===== src/rtl/mbfPkg.sv =====
package mbfPkg;

    // truth table of a 7-variable function, bit i holds f(x) with x_k = i[k]
    typedef logic [127:0] mbfT;

    typedef logic [2:0] permIdxT;

    // p6 walks 0..5, p7 walks 0..6
    localparam permIdxT P6_MAX = 3'd5;
    localparam permIdxT P7_MAX = 3'd6;

    typedef struct packed {
        permIdxT p6;
        permIdxT p7;
    } permSelT;

    typedef struct packed {
        mbfT  bot;
        logic valid;
        logic seriesLast; // last of the 42 variants of one bot
    } botBeatT;

    // exchange variables a and b of a truth table
    // out[i] = in[i with bits a and b swapped], a == b leaves it unchanged
    function automatic mbfT varSwap(
        input mbfT     tbl,
        input permIdxT a,
        input permIdxT b
    );
        mbfT        res;
        logic [6:0] dst;
        logic [6:0] src;
        res = '0;
        for (int i = 0; i < 128; i++) begin
            dst = 7'(i);
            src = dst;
            src[a] = dst[b];
            src[b] = dst[a];
            res[i] = tbl[src];
        end
        return res;
    endfunction

endpackage

===== src/rtl/mbfPermutationTop.sv =====
`timescale 1ns/1ps

module mbfPermutationTop #(
    parameter int DEPTH_LOG2 = 4,
    parameter int ALMOST_FULL_MARGIN = 2
) (
    input  logic            clk,
    input  logic            rst,
    input  mbfPkg::mbfT     inBot,
    input  logic            writeBot,
    output logic            almostFull,
    input  logic            slowDown,
    output mbfPkg::botBeatT outBeat
);
    import mbfPkg::*;

    mbfT     headBot;
    logic    notEmpty;
    logic    pop;
    permSelT sel;
    botBeatT loaderBeat;
    permSelT loaderSel;

    botInputBuffer #(
        .DEPTH_LOG2        (DEPTH_LOG2),
        .ALMOST_FULL_MARGIN(ALMOST_FULL_MARGIN)
    ) u_botInputBuffer (
        .clk       (clk),
        .rst       (rst),
        .writeBot  (writeBot),
        .inBot     (inBot),
        .pop       (pop),
        .headBot   (headBot),
        .notEmpty  (notEmpty),
        .almostFull(almostFull)
    );

    permutationIterator u_permutationIterator (
        .clk(clk),
        .rst(rst),
        .sel(sel)
    );

    seriesLoader u_seriesLoader (
        .clk     (clk),
        .rst     (rst),
        .sel     (sel),
        .headBot (headBot),
        .notEmpty(notEmpty),
        .slowDown(slowDown),
        .pop     (pop),
        .beat    (loaderBeat),
        .beatSel (loaderSel)
    );

    varSwapPermuter u_varSwapPermuter (
        .clk    (clk),
        .rst    (rst),
        .inBeat (loaderBeat),
        .inSel  (loaderSel),
        .outBeat(outBeat)
    );

endmodule


===== src/rtl/varSwapPermuter.sv =====
`timescale 1ns/1ps

module varSwapPermuter (
    input  logic            clk,
    input  logic            rst,
    input  mbfPkg::botBeatT inBeat,
    input  mbfPkg::permSelT inSel,
    output mbfPkg::botBeatT outBeat
);
    import mbfPkg::*;

    mbfT swap0 [7];
    mbfT swap1 [6];

    mbfT     s1Bot;
    logic    s1Valid;
    logic    s1Last;
    permIdxT s1P6;

    mbfT  outBot;
    logic outValid;
    logic outLast;

    // stage 1 swaps var 0 with var p7 (k = 0 is the identity)
    for (genvar k = 0; k < 7; k++) begin : gSwap0
        assign swap0[k] = varSwap(inBeat.bot, 3'd0, 3'(k));
    end

    // stage 2 swaps var 1 with var 1+p6
    for (genvar k = 0; k < 6; k++) begin : gSwap1
        assign swap1[k] = varSwap(s1Bot, 3'd1, 3'(k + 1));
    end

    always_ff @(posedge clk) begin
        s1Bot  <= swap0[inSel.p7];
        s1P6   <= inSel.p6;
        outBot <= swap1[s1P6];
    end

    always_ff @(posedge clk) begin
        if (rst) begin
            s1Valid  <= 1'b0;
            s1Last   <= 1'b0;
            outValid <= 1'b0;
            outLast  <= 1'b0;
        end else begin
            s1Valid  <= inBeat.valid;
            s1Last   <= inBeat.seriesLast;
            outValid <= s1Valid;
            outLast  <= s1Last;
        end
    end

    assign outBeat = '{bot: outBot, valid: outValid, seriesLast: outLast};

endmodule


===== src/rtl/seriesLoader.sv =====
`timescale 1ns/1ps

module seriesLoader (
    input  logic            clk,
    input  logic            rst,
    input  mbfPkg::permSelT sel,
    input  mbfPkg::mbfT     headBot,
    input  logic            notEmpty,
    input  logic            slowDown,
    output logic            pop,
    output mbfPkg::botBeatT beat,
    output mbfPkg::permSelT beatSel
);
    import mbfPkg::*;

    logic endCycle;

    mbfT  currentBot;
    logic currentValid;

    mbfT  beatBot;
    logic beatValid;
    logic beatLast;

    // (0, 0) is the last pair of a series
    assign endCycle = sel.p6 == '0 && sel.p7 == '0;

    assign pop = endCycle && !slowDown && notEmpty;

    always_ff @(posedge clk) begin
        if (pop) begin
            currentBot <= headBot;
        end
        beatBot <= currentBot;
        beatSel <= sel; // stays in step with beatBot
    end

    always_ff @(posedge clk) begin
        if (rst) begin
            currentValid <= 1'b0;
            beatValid    <= 1'b0;
            beatLast     <= 1'b0;
        end else begin
            if (endCycle) begin
                currentValid <= pop; // skipped window when slowed down or empty
            end
            beatValid <= currentValid;
            beatLast  <= currentValid && endCycle;
        end
    end

    assign beat = '{bot: beatBot, valid: beatValid, seriesLast: beatLast};

    popOnlyAtEnd: assert property (@(posedge clk) disable iff (rst)
        pop |-> endCycle)
        else $error("seriesLoader: pop outside end cycle");

    // a popped bot stays current for one full 42-beat series
    seriesHeld: assert property (@(posedge clk) disable iff (rst)
        pop |=> currentValid [*42])
        else $error("seriesLoader: series cut short");

endmodule


===== src/rtl/permutationIterator.sv =====
`timescale 1ns/1ps

module permutationIterator (
    input  logic            clk,
    input  logic            rst,
    output mbfPkg::permSelT sel
);
    import mbfPkg::*;

    logic zero6;
    logic zero7;

    assign zero6 = sel.p6 == '0;
    assign zero7 = sel.p7 == '0;

    // p7 is the inner counter, p6 steps once per p7 wrap
    always_ff @(posedge clk) begin
        if (rst) begin
            sel <= '0;
        end else begin
            sel.p7 <= zero7 ? P7_MAX : sel.p7 - 1'b1;
            if (zero7) begin
                sel.p6 <= zero6 ? P6_MAX : sel.p6 - 1'b1;
            end
        end
    end

    // permuter muxes have 7 and 6 inputs
    selInRange: assert property (@(posedge clk) disable iff (rst)
        sel.p7 <= P7_MAX && sel.p6 <= P6_MAX)
        else $error("permutationIterator: index out of range p6=%0d p7=%0d", sel.p6, sel.p7);

endmodule


===== src/rtl/botInputBuffer.sv =====
`timescale 1ns/1ps

module botInputBuffer #(
    parameter int DEPTH_LOG2 = 4,
    parameter int ALMOST_FULL_MARGIN = 2
) (
    input  logic        clk,
    input  logic        rst,
    input  logic        writeBot,
    input  mbfPkg::mbfT inBot,
    input  logic        pop,
    output mbfPkg::mbfT headBot,
    output logic        notEmpty,
    output logic        almostFull
);
    import mbfPkg::*;

    localparam int DEPTH = 1 << DEPTH_LOG2;
    localparam logic [DEPTH_LOG2:0] AF_LEVEL = (DEPTH_LOG2 + 1)'(DEPTH - ALMOST_FULL_MARGIN);
    localparam logic [DEPTH_LOG2:0] FULL_LEVEL = (DEPTH_LOG2 + 1)'(DEPTH);

    mbfT mem [DEPTH];

    logic [DEPTH_LOG2-1:0] wrPtr;
    logic [DEPTH_LOG2-1:0] rdPtr;
    logic [DEPTH_LOG2:0]   count;
    logic [DEPTH_LOG2:0]   nextCount;

    always_ff @(posedge clk) begin
        if (writeBot) begin
            mem[wrPtr] <= inBot;
        end
    end

    always_comb begin
        nextCount = count;
        if (writeBot && !pop) begin
            nextCount = count + 1'b1;
        end else if (pop && !writeBot) begin
            nextCount = count - 1'b1;
        end
    end

    always_ff @(posedge clk) begin
        if (rst) begin
            wrPtr      <= '0;
            rdPtr      <= '0;
            count      <= '0;
            almostFull <= 1'b0;
        end else begin
            if (writeBot) begin
                wrPtr <= wrPtr + 1'b1;
            end
            if (pop) begin
                rdPtr <= rdPtr + 1'b1;
            end
            count      <= nextCount;
            almostFull <= nextCount >= AF_LEVEL; // margin left for writes already in flight
        end
    end

    // show-ahead, the head is readable before the pop
    assign headBot  = mem[rdPtr];
    assign notEmpty = count != '0;

    // writer has to respect almostFull
    writeNotFull: assert property (@(posedge clk) disable iff (rst)
        writeBot |-> count != FULL_LEVEL)
        else $error("botInputBuffer: write while full");

    popNotEmpty: assert property (@(posedge clk) disable iff (rst)
        pop |-> notEmpty)
        else $error("botInputBuffer: pop while empty");

endmodule


===== config.mk =====
export PLATFORM = sky130hd
export DESIGN_NAME = mbfPermutationTop
export DESIGN_NICKNAME = d
export VERILOG_FILES = /design/src/rtl/mbfPkg.sv /design/src/rtl/mbfPermutationTop.sv /design/src/rtl/varSwapPermuter.sv /design/src/rtl/seriesLoader.sv /design/src/rtl/permutationIterator.sv /design/src/rtl/botInputBuffer.sv
export SDC_FILE = /design/constraint.sdc
export NUM_CORES = 2
export LEC_CHECK = 0
export ABC_AREA = 0
export BUFFER_PORTS_ARGS = -buffer_cell sky130_fd_sc_hd__buf_2
export CORE_MARGIN = 2
export CORE_UTILIZATION = 55
export DETAILED_ROUTE_END_ITERATION = 16
export PLACE_DENSITY = 0.81
export SYNTH_ARGS = -nofsm -noshare
export SYNTH_HDL_FRONTEND = slang
export SYNTH_SLANG_ARGS = --single-unit

===== constraint.sdc =====
create_clock -name clk -period 5.7 [get_ports clk]
set_input_delay 1.14 -clock clk [delete_from_list [all_inputs] [get_ports clk]]
set_output_delay 1.14 -clock clk [all_outputs]
set_load 0.02 [all_outputs]

Word level (Yosys, flattened, before mapping)
Memories as Yosys holds them, arrays and structs flattened. A register that Yosys moved wholly into a read port is not among the register bits.
Cells that the tools add are included.
{"block": "totals", "ff_bits": 420, "mem_bits_rw": 2048, "in_bits": 132, "word_cells": 57, "mem_count": 1}
{"block": "classes", "add_sub_neg": 6, "order_cmp": 3, "n_mux": 12, "bitwise_logic": 2, "reduce_logical": 13}
{"name": "u_botInputBuffer.mem", "depth": 16, "word_bits": 128, "read_ports": 1, "rd_clocked_by_memory_dff": 1, "write_ports": 1, "line": "botInputBuffer.sv:22", "text": "mbfT mem [DEPTH];"}
{"cell": "binary-select mux 128 bit (select 3 bit)", "count": 2}
{"cell": "2-to-1 mux 128 bit", "count": 4}
{"cell": "2-to-1 mux 5 bit", "count": 2}
{"cell": "adder 4 x 1 -> 4 bit (second input constant)", "count": 2}
{"cell": "greater-or-equal comparator 4 bit (second input constant)", "count": 2}
{"cell": "inverter 3 -> 4 bit", "count": 2}
{"cell": "logical AND 1 bit", "count": 6}
{"cell": "zero test 3 bit", "count": 2}
{"cell": "2-to-1 mux 3 bit", "count": 2}
{"cell": "subtractor 3 x 1 -> 3 bit (second input constant)", "count": 2}
{"cell": "adder 5 x 1 -> 5 bit (second input constant)", "count": 1}
{"cell": "greater-or-equal comparator 5 x 4 -> 1 bit (second input constant)", "count": 1}
{"cell": "nonzero test 5 bit", "count": 1}
{"cell": "subtractor 5 x 1 -> 5 bit (second input constant)", "count": 1}
{"cell": "zero test 1 bit", "count": 3}
{"cell": "2-to-1 mux 1 bit", "count": 2}
{"cell": "OR reduction 2 bit", "count": 1}

Depth between registers and ports, before layout
{"block": "logic_depth", "depth_word": 8, "depth_mapped": 8}

Cells and area by module
From an unflattened synthesis, not the netlist that was laid out.
{"block": "unflattened", "cells_unflattened": 5040, "area_unflattened_um2": 99501.7}
{"mod": "botInputBuffer", "instances": 1, "cells_each": 3130, "area_each_um2": 77984.8, "seq_area_each_um2": 61859.3}
{"mod": "varSwapPermuter", "instances": 1, "cells_each": 1607, "area_each_um2": 14574.0, "seq_area_each_um2": 5265.0}
{"mod": "seriesLoader", "instances": 1, "cells_each": 276, "area_each_um2": 6666.4, "seq_area_each_um2": 6586.3}
{"mod": "permutationIterator", "instances": 1, "cells_each": 27, "area_each_um2": 276.5, "seq_area_each_um2": 120.1}

Least setup slack after synthesis
No wires, ideal clock.
{"block": "synth_path", "path_kind": "input to register", "start": "in writeBot", "end": "mem u_botInputBuffer.mem[0][0] (netlist bit), enable pin", "setup_time_ns": 0.502, "arrival_ns": 4.992, "required_ns": 5.198, "slack_ns": 0.207, "stages": 4, "path_buffers": 2, "cell_sequence": "clkbuf_1 -> clkbuf_1 -> nor3b_1 -> and2_1"}
{"block": "synth_between", "elab_chain_len": 2}
{"element": "from (decl)", "line": "mbfPermutationTop.sv:10", "text": "input logic writeBot,"}
{"element": "2-to-1 mux 1 bit", "line": "botInputBuffer.sv:30", "text": "if (writeBot) begin"}
{"element": "2-to-1 mux 1 bit (implied by the code)", "line": "botInputBuffer.sv:31", "text": "mem[wrPtr] <= inBot;"}
{"element": "to (decl)", "line": "botInputBuffer.sv:22"}
No other way between the ends.

==> metrics.md <==
| Metric | Value |
|---|---|
| Routed Antenna Nets | 0 |
| Chip Width | 427 um |
| PostCTS Resize Cnt | 0 |
| Top post-synthesis cells by area | edfxtp_1, mux4_2, dfxtp_1, a21oi_1, mux2i_1 |
| Setup violations, final | 0 |
| Arr. time, crit path | 3830 ps |
| Worst Clk Skew | 62.2 ps |
| Area Growth Syn to Fin | 12.0% |
| Std cell rows | 155 |
| Grt ovf | 0 |
| Status | complete, no violations |
| DRC | 0 |
| Period utilization | 56.6% |
| TritonCTS Sinks | 2596 |
| WL final | 272000 um |
| First-pass DRT Iterations | 9 |
| Most used cell, CP | buf_4 |
| WP buf/inv | 2 |
| Top-count cell post-synth | edfxtp_1 |
| PortBufs | 262 |
| DP Wirelength | 153000 um |
| Vias per cell | 6.72 |
| I/O pin total | 263 |
| Starting Density | 55.3% |
| DR iter-0 viols | 8286 |
| Core Util, Final | 61.9% |
| Avg Inst Size Synth | 19.2 sq um |
| Power Total | 46.8 mW |
| Slew Limit Fails | 0 |
| Initial antenna violation count | 64 |
| Placeable Area | 178000 sq um |
| Number of flops mapped to enable cells by yosys | 2176 |
| Final cell count without fillers | 7991 |
| Worst-skew pair later-pin latency | 900 ps |
| Inst Count DP | 7528 |
| Worst-margin pin slew | 1290 ps |
| Die area | 182000 sq um |
| # H-tree levels | 4 |
| First-pass GRT wire length | 387000 um |
| Area leader, netlist | edfxtp_1 |
| Setup Buffers After CTS | 0 |
| Ys Warns | 0 |
| Most common flop cell mapped by yosys | edfxtp_1 |
| Max rail drop VDD | 0.336 mV |
| Max cap viols | 0 |
| Netlist cell types | 65 |
| Min-Delay Path Class | reg2reg |
| Hold Buf Count CTS | 0 |
| Final Hold Vio Count | 0 |
| CTS tree | yes |
| Kind of end point of the critical path | flip-flop |
| Pin count of the biggest net entering global routing | 105 |
| Worst Path Max Fanout | 47 |
| Startpoint Class | flip-flop |
| Routed via count | 53697 |
| Synth top cells by count | edfxtp_1, mux4_2, dfxtp_1 |
| Synth Net Count | 5270 |
| Die height | 427 um |
| Tmin final | 3230 ps |
| GPL Wtd Cong | 0.957 |
| Layout cells sized above 1 | 24.8% |
| Asr flop ratio synth | 0% |
| Post-layout instance area | 110000 sq um |
| Post-synthesis cell count | 5129 |
| CP top delay family | flip-flops |
| Crit path kind | reg2reg |
| Relative slew slack | 14.2% |
| Unrepaired setup endpoints after global routing | no |
| Clock Pin Slew Worst Setup and Hold Paths | 70 ps |
| Pwr/cell area | 424 nW/um^2 |
| Post-synthesis sequential area ratio | 74.9% |
| Nets | 5547 |
| Total Routing Usage GR | 29.8% |
| Peak Freq | 0.310 GHz |
| Synth top area share | 66.3% |
| CTS Root Buffer Type | clkbuf_16 |
| Leakage | 35.1 nW |
| Post-Syn Area | 98500 sq um |
| Max clock buf depth | 3 |
| CP max stage delay | 1080 ps |
| CP Cell Sequence | buf_4, buf_4, mux4_2, mux2i_1, a21oi_1 |
| Placed Area | 102000 sq um |
| Vias in the first global route | 52461 |
| Synthesized flop and latch total | 2596 |
| Worst endpoint required time | 6300 ps |
| Wire per inst | 34.0 um |
| Slowest CP cell | dfxtp_4 |
| Setup TNS | 0 ps |
| Number of CTS-inserted buffers | 231 |
==> per-stage QoR <==
step	setup WS, ps	hold slack, ps
after global routing	2260	322
after detailed placement	1930	313
after floorplan	207	310
after CTS	2410	319
final	2470	315
after global placement	1930	313
==> area by class of cell <==
cell class | count | area, sq um
clock buffer | 290 | 6240
sequential | 2596 | 73800
multi-input combinational | 2179 | 23200
antenna | 27 | 67.6
clock inverter | 146 | 1520
timing repair buffer | 368 | 2490
tap | 2355 | 2950
inverter | 30 | 118
fill | 11621 | 67900
==> cells by family (layout without fill, tap and decap cells) <==
kind of cell	Yosys count	after routing	synth area share [%]
AOI/OAI and AO/OA	792	792	5.00
muxes	750	750	15.3
xor gates and xnor gates	9	9	0.0800
buffers and inverters	354	834	1.65
adders and majority gates	9	9	0.114
other	0	27	0
DFF	2596	2596	74.9
and+or+nand+nor	619	619	2.93
==> cells in the final DEF (no fill, tap or decap), types with 27 or more instances in the layout <==
cell and n:
mux4_2 606, a211oi_1 75, a21oi_1 270, nor2b_1 104
buf_4 75, mux2i_1 125, clkinv_1 38, clkbuf_16 234
a22oi_1 50, clkbuf_1 37, clkinv_2 48, nor2_1 116
o22ai_1 50, nand3_1 44, diode_2 27, nand2_1 273
o21ai_0 164, dfxtp_1 410, edfxtp_1 2176, buf_2 262
buf_12 31
==> power by group <==
part           internal (mW)  switching, mW
clock                   8.77           7.15
combinational           2.90           4.66
sequential              22.0           1.39
==> routing by layer <==
metal  vias to the layer above  share of wire [%]  global-route usage, %
met5                         -              0.081                      0
met4                        32                4.6                   13.1
met3                       704                 11                   7.14
met2                      4088                 49                   48.0
met1                     27455                 35                   39.0
li1                      21418                  -                      -
==> flip-flops by register name (all words and copies together) (netlist names), 3 cells and up <==
register / cells
u_varSwapPermuter.s1Bot: 128
u_botInputBuffer.mem: 2048
u_seriesLoader.currentBot: 128
u_varSwapPermuter.s1P6: 3
u_botInputBuffer.wrPtr: 4
u_seriesLoader.beatSel: 6
u_botInputBuffer.count: 5
u_permutationIterator.sel: 6
u_varSwapPermuter.outBot: 128
u_botInputBuffer.rdPtr: 4
u_seriesLoader.beatBot: 128
==> final timing paths <==
kind,startpoint,end,slack [ps],depth (start not counted)
min reg2reg,u_seriesLoader.currentBot[98]$_DFFE_PP_,u_seriesLoader.beatBot[98]$_DFF_P_,320,0
max,u_botInputBuffer.rdPtr[0]$_SDFFE_PP0P_,u_seriesLoader.currentBot[37]$_DFFE_PP_,2470,5
min,u_seriesLoader.currentBot[98]$_DFFE_PP_,u_seriesLoader.beatBot[98]$_DFF_P_,320,0
max reg2reg,u_botInputBuffer.rdPtr[0]$_SDFFE_PP0P_,u_seriesLoader.currentBot[37]$_DFFE_PP_,2470,5
Note: power is estimated with default switching activity, not from simulation.
